## src/core_settings.svh

```systemverilog
`ifndef CORE_SETTINGS_SVH
`define CORE_SETTINGS_SVH

// ==============================
// datapath widths
// ==============================

// data and address width
`define XLEN 32

// register index width, 32 registers
`define REG_ADDR_W 5

// ==============================
// memory sizes
// ==============================

// instruction memory word address bits
`define IMEM_DEPTH_LOG2 6

// data memory word address bits
`define DMEM_DEPTH_LOG2 6

// addi x0, x0, 0
`define NOP_INST 32'h0000_0013

`endif

```

## src/core_pkg.sv

```systemverilog
`include "core_settings.svh"

package core_pkg;

  // major opcodes of the supported subset
  typedef enum logic [6:0] {
    OPC_OP     = 7'b0110011,
    OPC_OP_IMM = 7'b0010011,
    OPC_LUI    = 7'b0110111,
    OPC_LOAD   = 7'b0000011,
    OPC_STORE  = 7'b0100011
  } opcode_e;

  typedef enum logic [3:0] {
    ALU_ADD,
    ALU_SUB,
    ALU_AND,
    ALU_OR,
    ALU_XOR,
    ALU_SLT,
    ALU_SLTU,
    ALU_SLL,
    ALU_SRL,
    ALU_SRA
  } alu_op_e;

  typedef struct packed {
    logic    reg_write;
    logic    mem_read;
    logic    mem_write;
    logic    use_imm;
    logic    is_lui;
    alu_op_e alu_op;
  } ctrl_t;

  // ==============================
  // stage payloads
  // ==============================

  typedef struct packed {
    logic                   valid;
    ctrl_t                  ctrl;
    logic [`REG_ADDR_W-1:0] rs1;
    logic [`REG_ADDR_W-1:0] rs2;
    logic [`REG_ADDR_W-1:0] rd;
    logic [`XLEN-1:0]       rs1_data;
    logic [`XLEN-1:0]       rs2_data;
    logic [`XLEN-1:0]       imm;
  } id_ex_t;

  typedef struct packed {
    logic                   valid;
    logic                   reg_write;
    logic                   mem_read;
    logic                   mem_write;
    logic [`REG_ADDR_W-1:0] rd;
    logic [`XLEN-1:0]       alu_result;
    logic [`XLEN-1:0]       store_data;
  } ex_mem_t;

  typedef struct packed {
    logic                   valid;
    logic                   reg_write;
    logic [`REG_ADDR_W-1:0] rd;
    logic [`XLEN-1:0]       result;
  } mem_wb_t;

  // forward source into execute
  typedef struct packed {
    logic                   valid;
    logic [`REG_ADDR_W-1:0] rd;
    logic [`XLEN-1:0]       data;
  } fwd_t;

  typedef struct packed {
    logic                   valid;
    logic [`REG_ADDR_W-1:0] rd;
    logic [`XLEN-1:0]       data;
  } retire_t;

  typedef struct packed {
    logic                       we;
    logic [`IMEM_DEPTH_LOG2-1:0] addr;
    logic [`XLEN-1:0]           inst;
  } prog_wr_t;

endpackage

```

## src/fetch_unit.sv

```systemverilog
`include "core_settings.svh"

module fetch_unit (
  input  logic               clk,
  input  logic               rst_n_i,
  input  logic               run_i,
  input  logic               stall_i,
  input  core_pkg::prog_wr_t prog_i,
  output logic [`XLEN-1:0]   inst_o,
  output logic               inst_valid_o
);

  localparam int IMEM_WORDS = 2 ** `IMEM_DEPTH_LOG2;

  logic [`XLEN-1:0]          imem [IMEM_WORDS];
  // word index, top bit set once fetch runs past the end
  logic [`IMEM_DEPTH_LOG2:0] pc;
  logic                      pc_done;
  logic                      fetch_en;
  logic [`XLEN-1:0]          inst_q;
  logic                      inst_valid_q;

  assign pc_done  = pc[`IMEM_DEPTH_LOG2];
  assign fetch_en = run_i && !stall_i;

  // ==============================
  // pc and slot valid
  // ==============================
  always_ff @(posedge clk) begin
    if (!rst_n_i) begin
      pc           <= '0;
      inst_valid_q <= 1'b0;
    end else if (fetch_en) begin
      inst_valid_q <= !pc_done;
      if (!pc_done) begin
        pc <= pc + 1'b1;
      end
    end else if (!stall_i) begin
      // not running, slot drains
      inst_valid_q <= 1'b0;
    end
  end

  // program load port and synchronous read
  always_ff @(posedge clk) begin
    if (prog_i.we) begin
      imem[prog_i.addr] <= prog_i.inst;
    end
    if (fetch_en) begin
      inst_q <= imem[pc[`IMEM_DEPTH_LOG2-1:0]];
    end
  end

  assign inst_o       = inst_valid_q ? inst_q : `NOP_INST;
  assign inst_valid_o = inst_valid_q;

endmodule

```

## config.mk

```make
export PLATFORM = sky130hd
export DESIGN_NAME = fetch_unit
export DESIGN_NICKNAME = d
export VERILOG_FILES = /design/src/core_pkg.sv /design/src/fetch_unit.sv
export VERILOG_INCLUDE_DIRS = /design/src
export SDC_FILE = /design/constraint.sdc
export NUM_CORES = 2
export LEC_CHECK = 0
export BUFFER_PORTS_ARGS = -buffer_cell sky130_fd_sc_hd__buf_4
export CAP_MARGIN = 20
export CORE_UTILIZATION = 40
export DETAILED_ROUTE_END_ITERATION = 8
export SYNTH_ARGS = -nofsm -noshare
export SYNTH_HDL_FRONTEND = slang
export SYNTH_SLANG_ARGS = --single-unit
```

## constraint.sdc

```tcl
create_clock -name clk -period 8.33 [get_ports clk]
set_input_delay 1.2495 -clock clk [delete_from_list [all_inputs] [get_ports clk]]
set_output_delay 1.2495 -clock clk [all_outputs]
set_load 0.02 [all_outputs]
```

==> metrics.yaml <==
clocking:
  clk_pin_slew_ps: 60
  cts_max_level: 4
  clock_latency_ps: 830
  cts_tree: "done"
  postCtsSetupRepairBufs: 0
  postCtsHoldBufs: 0
  numCtsBuffers: 199
  clock_sinks: 2088
  root_buffer: "clkbuf_16"
  cts_resized: 0
  cts_buffer_depth: 3
setup_path:
  criticalPathCategory: "reg2reg"
  worstSetupStartpointType: "flop"
  crit_path_max_incr_delay_ps: 900
  endpoint_kind: "flop"
  crit_chain: "buf_12, buf_4, mux4_2, o22ai_1, nor3_1, a211o_1"
  path_max_fanout: 97
  crit_buf_inv: 2
  cp.required_ps: 8910
  critical_path.top_delay_family: "buffers and inverters"
  cpMaxStageDelayCell: "dfxtp_4"
  cp.arrival_ps: 4460
run:
  drv_cap: 0
routing:
  num_vias: 38069
  wl_per_cell_um: 30.58
  drt-total-wl_um: 200700
  detail-route-antenna-nets: 0
  via_per_inst: 5.800
  drt_iter0_drc: 4454
  drtPass1Iterations: 5
  drc: 0
timing:
  tightestPinTransition_ps: 997.5
  fin_crit_ps: 3875
  rsz0062_at_grt: "false"
  fin_setup_tns_ps: 0
  layout_worst_path_cycle_share: 0.4652
  hold_viol: 0
  skew_ps: 29.00
  max_freq_mhz: 258.0
  setup_viol: 0
  max_slew_margin: 0.3350
  drv_slew: 0
yosys:
  syn-cell-area_um2: 79810
  yosys_warnings: 0
  ys_ff_latch: 2088
  async_reset_ff_frac: 0
  ys_types: 47
  synth_area_leaders: "edfxtp_1, mux4_2, mux2i_1, a22oi_1, o22ai_1"
  yosysTopAreaCellShare: 0.7826
  syn_area_per_cell_um2: 22.17
  yosys.area_share.simple: 0.01411
  synth_top_family_by_area: "multiplexers"
  ys_seq_area_frac: 0.7846
  synth.area.mux_share: 0.1454
  synth_top_area_cell: "edfxtp_1"
  syn_inst: 3600
  syn_nets: 3644
  synth_edf_count: 2080
  synth_xor_area_frac: 0.0005487
  synthAdderAreaFrac: 0.0001568
  synth_compound_area_frac: 0.03935
  synthFlopType: "edfxtp_1"
global_route:
  grt_start_max_net_pins: 121
  grt_pass1_vias: 38302
  gr-total-overflow: 0
  grt_pass1_wl_um: 287300
  grt_usage: 0.1984
  antenna_found_initial: 17
final_layout:
  drive_gt1_frac: 0.2402
  synthToLayoutAreaGrowth_pct: 12.69
  nets: 3806
  fin_area_um2: 89940
placement:
  gp_congestion: 0.7860
  place_hpwl_um: 110500
  placed_area_um2: 83830
  io_buffers: 75
worst_hold_path:
  min_path_type: "reg2reg"
die:
  dieWidth_um: 448.7
  dieArea_um2: 201300
  start_util: 0.4034
  row_count: 163
  core_um2: 197800
  ios: 76
  die_h_um: 448.7
pwr:
  powerDensity_nw_per_um2: 234.7
  peakVddDrop_v: 0.0002156
  power_mw: 21.10
  leakagePower_nw: 26.66
outcome:
  outcome: "finished clean"
## where the power goes
part	internal [mW]	total, mW	switching (mW)	leakage [nW]
clock network	4.80	8.61	3.81	2.97
logic	0.297	0.827	0.530	4.90
registers	11.6	11.7	0.0303	18.8
## layer usage
metal  routed length [µm]  up-vias  global-route usage  part of all wire
li1                     -    15621                   -                 -
met1                83720    20700              0.2757              0.42
met2                98860     1487              0.3246              0.49
met3                13540      261             0.03242             0.067
met4                 4591        0             0.05487             0.023
met5                    0        -                   0                 0
## flip-flops by register name, indices dropped and copies added (netlist names)
register,flops
imem,2048
inst_q,32
inst_valid_o,1
pc,7
## Yosys cell counts, types with 3 or more instances
cell / n
and2_1: 37
a21oi_1: 40
nor2b_1: 23
a31oi_1: 8
xnor2_1: 3
mux2i_1: 241
a311oi_1: 16
dfxtp_1: 8
nand2b_1: 8
o21ai_0: 4
nand3_1: 8
a221o_1: 8
buf_4: 32
nand2_1: 26
a22o_1: 25
a211oi_1: 7
nor3_1: 9
mux4_2: 408
buf_1: 10
nand3b_1: 4
o22ai_1: 80
and3_1: 9
buf_6: 27
buf_8: 3
a2111oi_0: 8
edfxtp_1: 2080
o211ai_1: 24
nor2_1: 96
a2111oi_2: 17
clkbuf_1: 81
o311ai_1: 17
o221ai_1: 24
o21ai_1: 3
a22oi_1: 87
o21a_1: 18
buf_2: 63
or2_2: 3
a211o_1: 24
## kinds of logic after synthesis
kind of cell / after synthesis
simple gates: 230
compound gates: 410
xor+xnor: 5
mux: 649
fa+ha+maj: 1
flops: 2088
buf+inv: 217
## metrics by stage
step                utilization  cells  worst slack [ps]  hold slack (ps)
floorplan                     -   3600              3921            463.9
global placement         0.4237   6200              4145            519.7
detailed placement       0.4237   6201              4294            524.1
CTS                      0.4545   6558              4301            543.4
global route             0.4546   6562              4215            583.2
finish                   0.4546   6564              4455            543.1
## path summary, 6_finish.rpt
kind                            slack, ps          startpoint              endpoint  depth (start not counted)
worst min register to register        540  pc[6]$_SDFFE_PN0P_    pc[6]$_SDFFE_PN0P_                          1
worst max register to register       4450  pc[1]$_SDFFE_PN0P_  inst_q[27]$_DFFE_PP_                          6
worst max-delay path                 4450  pc[1]$_SDFFE_PN0P_  inst_q[27]$_DFFE_PP_                          6
worst min-delay path                  540  pc[6]$_SDFFE_PN0P_    pc[6]$_SDFFE_PN0P_                          1
## layout by cell type (no fill, tap or decap), types with 31 or more instances in the layout
master	n
a21oi_1	40
a22oi_1	87
and2_1	36
buf_4	170
clkbuf_1	47
clkbuf_16	202
clkinv_1	55
edfxtp_1	2080
mux2i_1	241
mux4_2	408
nor2_1	31
nor2_4	64
o22ai_1	80
## area by class of cell
type | instances | area (µm²)
well taps | 2640 | 3303
clock inverters | 104 | 808.3
flip-flops and latches | 2088 | 62640
fillers | 16452 | 107900
repair buffers | 178 | 1436
multi-input cells | 1295 | 16450
diodes | 6 | 15.01
clock buffers | 253 | 5286
Note: power is estimated with default switching activity, not from simulation.
