`config.mk`:
```
export PLATFORM = sky130hd
export DESIGN_NAME = mem_wb_unit
export DESIGN_NICKNAME = d
export VERILOG_FILES = /design/src/core_pkg.sv /design/src/mem_wb_unit.sv
export VERILOG_INCLUDE_DIRS = /design/src
export SDC_FILE = /design/constraint.sdc
export NUM_CORES = 2
export LEC_CHECK = 0
export ABC_AREA = 1
export BUFFER_PORTS_ARGS = -buffer_cell sky130_fd_sc_hd__buf_2
export CAP_MARGIN = 20
export CORE_ASPECT_RATIO = 0.5
export CORE_MARGIN = 5
export CORE_UTILIZATION = 59
export CTS_CLUSTER_SIZE = 12
export DETAILED_ROUTE_END_ITERATION = 8
export PLACE_DENSITY = 0.76
export SLEW_MARGIN = 40
export SYNTH_ARGS = -nofsm -noshare
export SYNTH_HDL_FRONTEND = slang
export SYNTH_SLANG_ARGS = --single-unit
```
`constraint.sdc`:
```
create_clock -name clk -period 5.3 [get_ports clk]
set_clock_uncertainty 0.05 [all_clocks]
set_input_delay 0.265 -clock clk [delete_from_list [all_inputs] [get_ports clk]]
set_output_delay 0.265 -clock clk [all_outputs]
set_load 0.01 [all_outputs]
```
`src/core_settings.svh`:
```
`ifndef CORE_SETTINGS_SVH
`define CORE_SETTINGS_SVH

// ==============================
// datapath widths
// ==============================

// data and address width
`define XLEN 32

// register index width, 32 registers
`define REG_ADDR_W 5

// ==============================
// memory sizes
// ==============================

// instruction memory word address bits
`define IMEM_DEPTH_LOG2 6

// data memory word address bits
`define DMEM_DEPTH_LOG2 6

// addi x0, x0, 0
`define NOP_INST 32'h0000_0013

`endif

```
`src/core_pkg.sv`:
```
`include "core_settings.svh"

package core_pkg;

  // major opcodes of the supported subset
  typedef enum logic [6:0] {
    OPC_OP     = 7'b0110011,
    OPC_OP_IMM = 7'b0010011,
    OPC_LUI    = 7'b0110111,
    OPC_LOAD   = 7'b0000011,
    OPC_STORE  = 7'b0100011
  } opcode_e;

  typedef enum logic [3:0] {
    ALU_ADD,
    ALU_SUB,
    ALU_AND,
    ALU_OR,
    ALU_XOR,
    ALU_SLT,
    ALU_SLTU,
    ALU_SLL,
    ALU_SRL,
    ALU_SRA
  } alu_op_e;

  typedef struct packed {
    logic    reg_write;
    logic    mem_read;
    logic    mem_write;
    logic    use_imm;
    logic    is_lui;
    alu_op_e alu_op;
  } ctrl_t;

  // ==============================
  // stage payloads
  // ==============================

  typedef struct packed {
    logic                   valid;
    ctrl_t                  ctrl;
    logic [`REG_ADDR_W-1:0] rs1;
    logic [`REG_ADDR_W-1:0] rs2;
    logic [`REG_ADDR_W-1:0] rd;
    logic [`XLEN-1:0]       rs1_data;
    logic [`XLEN-1:0]       rs2_data;
    logic [`XLEN-1:0]       imm;
  } id_ex_t;

  typedef struct packed {
    logic                   valid;
    logic                   reg_write;
    logic                   mem_read;
    logic                   mem_write;
    logic [`REG_ADDR_W-1:0] rd;
    logic [`XLEN-1:0]       alu_result;
    logic [`XLEN-1:0]       store_data;
  } ex_mem_t;

  typedef struct packed {
    logic                   valid;
    logic                   reg_write;
    logic [`REG_ADDR_W-1:0] rd;
    logic [`XLEN-1:0]       result;
  } mem_wb_t;

  // forward source into execute
  typedef struct packed {
    logic                   valid;
    logic [`REG_ADDR_W-1:0] rd;
    logic [`XLEN-1:0]       data;
  } fwd_t;

  typedef struct packed {
    logic                   valid;
    logic [`REG_ADDR_W-1:0] rd;
    logic [`XLEN-1:0]       data;
  } retire_t;

  typedef struct packed {
    logic                       we;
    logic [`IMEM_DEPTH_LOG2-1:0] addr;
    logic [`XLEN-1:0]           inst;
  } prog_wr_t;

endpackage

```
`src/mem_wb_unit.sv`:
```
`include "core_settings.svh"

module mem_wb_unit (
  input  logic              clk,
  input  logic              rst_n_i,
  input  core_pkg::ex_mem_t ex_mem_i,
  output core_pkg::fwd_t    mem_fwd_o,
  output core_pkg::mem_wb_t mem_wb_o,
  output core_pkg::retire_t retire_o
);

  localparam int DMEM_WORDS = 2 ** `DMEM_DEPTH_LOG2;

  logic [`XLEN-1:0]            dmem [DMEM_WORDS];
  logic [`DMEM_DEPTH_LOG2-1:0] word_addr;
  logic [`XLEN-1:0]            load_data;
  logic [`XLEN-1:0]            result;

  // ==============================
  // data memory
  // ==============================
  assign word_addr = ex_mem_i.alu_result[`DMEM_DEPTH_LOG2+1:2];

  always_ff @(posedge clk) begin
    if (ex_mem_i.valid && ex_mem_i.mem_write) begin
      dmem[word_addr] <= ex_mem_i.store_data;
    end
  end

  assign load_data = dmem[word_addr];
  assign result    = ex_mem_i.mem_read ? load_data : ex_mem_i.alu_result;

  // load data is too late to forward from here
  always_comb begin
    mem_fwd_o.valid = ex_mem_i.valid && ex_mem_i.reg_write && !ex_mem_i.mem_read;
    mem_fwd_o.rd    = ex_mem_i.rd;
    mem_fwd_o.data  = ex_mem_i.alu_result;
  end

  always_comb begin
    mem_wb_o.valid     = ex_mem_i.valid;
    mem_wb_o.reg_write = ex_mem_i.reg_write;
    mem_wb_o.rd        = ex_mem_i.rd;
    mem_wb_o.result    = result;
  end

  // retire report, same cycle as the writeback register
  always_ff @(posedge clk) begin
    if (!rst_n_i) begin
      retire_o <= '0;
    end else begin
      retire_o.valid <= mem_wb_o.valid && mem_wb_o.reg_write && (mem_wb_o.rd != '0);
      retire_o.rd    <= mem_wb_o.rd;
      retire_o.data  <= mem_wb_o.result;
    end
  end

endmodule

```
==> flow_summary_export.csv <==
group,metric,value,unit
layout,drive_above_1_share,8.33,%
layout,layout_commonest_cell,"nand2_1",
clock_network,h-tree-depth,4,
clock_network,clock_insertion_delay_worst_skew,830,ps
clock_network,ctsLongestPathBuffers,3,
drt,drc_errors,0,
power,internal-power,25.3,mW
sta,setup_violations,0,
sta,slew_viol_final,0,
power,powerDensity,340,nW/µm²
die,core,146000,µm²
die,die_y,282,µm
global_route,grt.total_usage,31.0,%
clock_network,ctsResizeCount,0,
synth,synth_area_leaders,"edfxtp_1 (71%), nand2_1 (22%), a21oi_1 (1.3%)",
worst_setup_path,cp_top_family,"simple AND/OR/NAND/NOR gates",
drt,ant_nets,0,
worst_setup_path,worst_setup_path_end_kind,"primary output",
power,seq_power_share,55.4,%
worst_setup_path,cp_slowest_stage_delay,760,ps
worst_setup_path,crit_type,"in2out",
global_route,grt_first_pass_wirelength,359000,µm
layout,fin_nets,8564,
global_route,grt_max_degree,173,
power,vdd_drop_max,0.329,mV
worst_hold_path,hold_start,"ex_mem_i[9]",
synth,syn_avg_cell_area,10.5,µm²
worst_setup_path,cp_slowest_cell,"buf_4",
placed_design,place_congestion,0.907,
worst_setup_path,crit_arrival,3640,ps
clock_network,cts.clk_slew.worst_paths,60,ps
worst_setup_path,rrSetupSlack,2840,ps
drt,wire_per_inst,23.2,µm
clock_network,postCtsSetupRepairBufs,0,
run,max_cap_viol_count,0,
global_route,antenna_found_initial,14,
drt,via_per_inst,5.77,
synth,yosysTopAreaCell,"edfxtp_1",
drt,met1Wirelength,90900,µm
global_route,grt_pass1_vias,57200,
die,rows,99,
worst_setup_path,critPathMostFrequentCell,"nand2_1",
synth,yosysUniqueCellTypes,24,
worst_setup_path,required,4990,ps
status,outcome,"finished, final reports clean",
power,pwr-share-clk,37.5,%
sta,fmaxAchievable,253,MHz
sta,tns,0,ps
global_route,gr-total-overflow,0,
die,chipWidth,553,µm
sta,post-route-period-util,74.6,%
sta,worst_slew_pin_slew,920,ps
synth,synth_top_area_share,70.7,%
worst_setup_path,path_max_fanout,110,
synth,netlist_area,87000,µm²
worst_setup_path,path_buf_inv,5,
layout,area_delta_synth_final,11.0,%
placed_design,post-place-ws,1530,ps
synth,yosysWarnings,0,
drt,routed_wl,245000,µm
sta,period_minus_slack,3950,ps
power,p_sw,7.51,mW
worst_setup_path,timing.rr.end,"retire_o[18]",
synth,netlist_instances,8322,
sta,setup_slack,1350,ps
power,leakage,39.2,nW
power,power_frac_comb,7.0,%
placed_design,hpwlAfterDp,135000,µm
drt,first_pass_iters,6,
clock_network,cts_tree,"yes",
synth,ys_seq_area_share,71.6,%
power,power,32.9,mW
worst_setup_path,crit_chain,"buf_8 -> inv_16 -> buf_4 -> nand2_1 -> nand2_1 -> nand2_1 -> nand2_1 -> nand2_1 -> nand2_1 -> nand2_1 -> nand2_1 -> nor2_1 -> nand3_1 -> nand2_1 -> inv_1 -> buf_2",
power,p_sw_share,22.9,%
synth,synth_nets,8397,
die,start_util,59.5,%
sta,rsz0062_at_grt,"no",
worst_setup_path,r2r-start,"dmem[42][18]",
drt,routed-wl-met3,38200,µm
layout,fill_cells,10400,
die,ioPinCount,190,
clock_network,numCtsBuffers,192,
drt,met2_length,106000,µm
worst_hold_path,hold_depth,2,
drt,via_count,60700,
worst_hold_path,hold_end,"dmem[41][9]",
worst_hold_path,hold_class,"in2reg",
sta,relSlewSlack,38.7,%
clock_network,root_buffer,"clkbuf_16",
worst_setup_path,r2r_cells,12,
clock_network,cts.sinks,2086,
synth,synth_seq_cells,2086,
die,dieArea,156000,µm²
worst_setup_path,startpoint_type,"input port",
sta,hold_violations,0,
drt,first_iter_violations,9944,
layout,final_cell_mix,"nand2_1 (5045), edfxtp_1 (2048), a21oi_1 (231)",
drt,top_layer,"met5",
placed_design,place.port_buffers,189,
==> state kept, by name, summed over array words and instances, names as in the netlist <==
register and count:
dmem 2048, retire_o 38
==> routing by layer <==
layer / vias to the layer above / track usage (%)
met4: 2 / 13.2
met3: 464 / 8.66
li1: 27400 / -
met5: - / 0
met2: 4200 / 45.3
met1: 28600 / 44.4
==> repair_timing <==
action	4_1_cts	5_1_grt
hold endpoints to repair	238	82
endpoints found under the setup margin	0	0
hold buffers	46	3
==> cells by family after synthesis <==
group / Yosys count / share of synthesized area (%)
AO/OA/AOI/OAI: 367 / 2.13
buffers and inverters: 567 / 3.26
flip-flops: 2086 / 71.6
AND/OR/NAND/NOR: 5302 / 23.0
==> cell type report <==
| cell class | instances | area, µm² | area share [%] |
|---|---|---|---|
| Timing Repair Buffer | 446 | 3810 | 3.94 |
| Tap cell | 1969 | 2460 | 2.55 |
| Multi-Input combinational cell | 5669 | 22400 | 23.2 |
| Antenna cell | 3 | 7.51 | 0.00778 |
| Sequential cell | 2086 | 62300 | 64.5 |
| Clock inverter | 14 | 150 | 0.156 |
| Clock buffer | 238 | 5040 | 5.22 |
| Inverter | 94 | 393 | 0.407 |
==> worst max path at each step <==
stage / end / startpoint / slack (ps) / depth (start not counted)
after floorplan: dmem[40][0] / ex_mem_i[37] / 1550 / 5
after global routing: mem_wb_o[14] / ex_mem_i[34] / 1200 / 16
final: mem_wb_o[14] / ex_mem_i[34] / 1350 / 16
after global placement: dmem[18][17] / ex_mem_i[34] / 1310 / 6
after detailed placement: mem_wb_o[14] / ex_mem_i[34] / 1530 / 16
after CTS: mem_wb_o[14] / ex_mem_i[34] / 1500 / 16
==> synthesized netlist by cell type <==
library cell and n:
a21oi_1 231, clkinv_1 3, nor2_1 182, or2_2 26
buf_2 230, inv_4 1, buf_6 11, nor2_2 2
a21boi_0 1, o21ai_0 56, clkbuf_1 98, buf_4 89
nand4_1 3, nand2_1 5046, buf_1 45, o21ai_1 72
dfxtp_1 38, clkinv_2 1, o211ai_1 7, inv_2 3
nand3_1 36, nor3_1 7, inv_1 86, edfxtp_1 2048
==> through the flow <==
stage	hold WS (ps)	std cells	instance area, µm²	utilization [%]
after floorplan	308	8322	87000	-
after global placement	433	10200	90000	61.6
after detailed placement	439	10200	90700	62.0
after CTS	7.33	10500	96300	65.9
after global routing	20.6	10500	96500	66.0
final	33.0	10500	96500	66.0
==> power by group through the flow <==
| stage | registers (mW) | clock network, mW | logic (mW) |
|---|---|---|---|
| floorplan | 18.6 | 0 | 1.21 |
| global placement | 18.6 | 0 | 2.14 |
| detailed placement | 18.6 | 0 | 2.19 |
| CTS | 18.2 | 12.4 | 2.23 |
| global route | 18.2 | 13.1 | 2.49 |
| finish | 18.2 | 12.3 | 2.31 |
==> worst reg2reg max path, delay by kind of cell (launching register included) <==
family	cells	cell delay, ps
AND/OR/NAND/NOR	12	1900
flip-flops	1	370
Power figures use the tool's default switching activity.
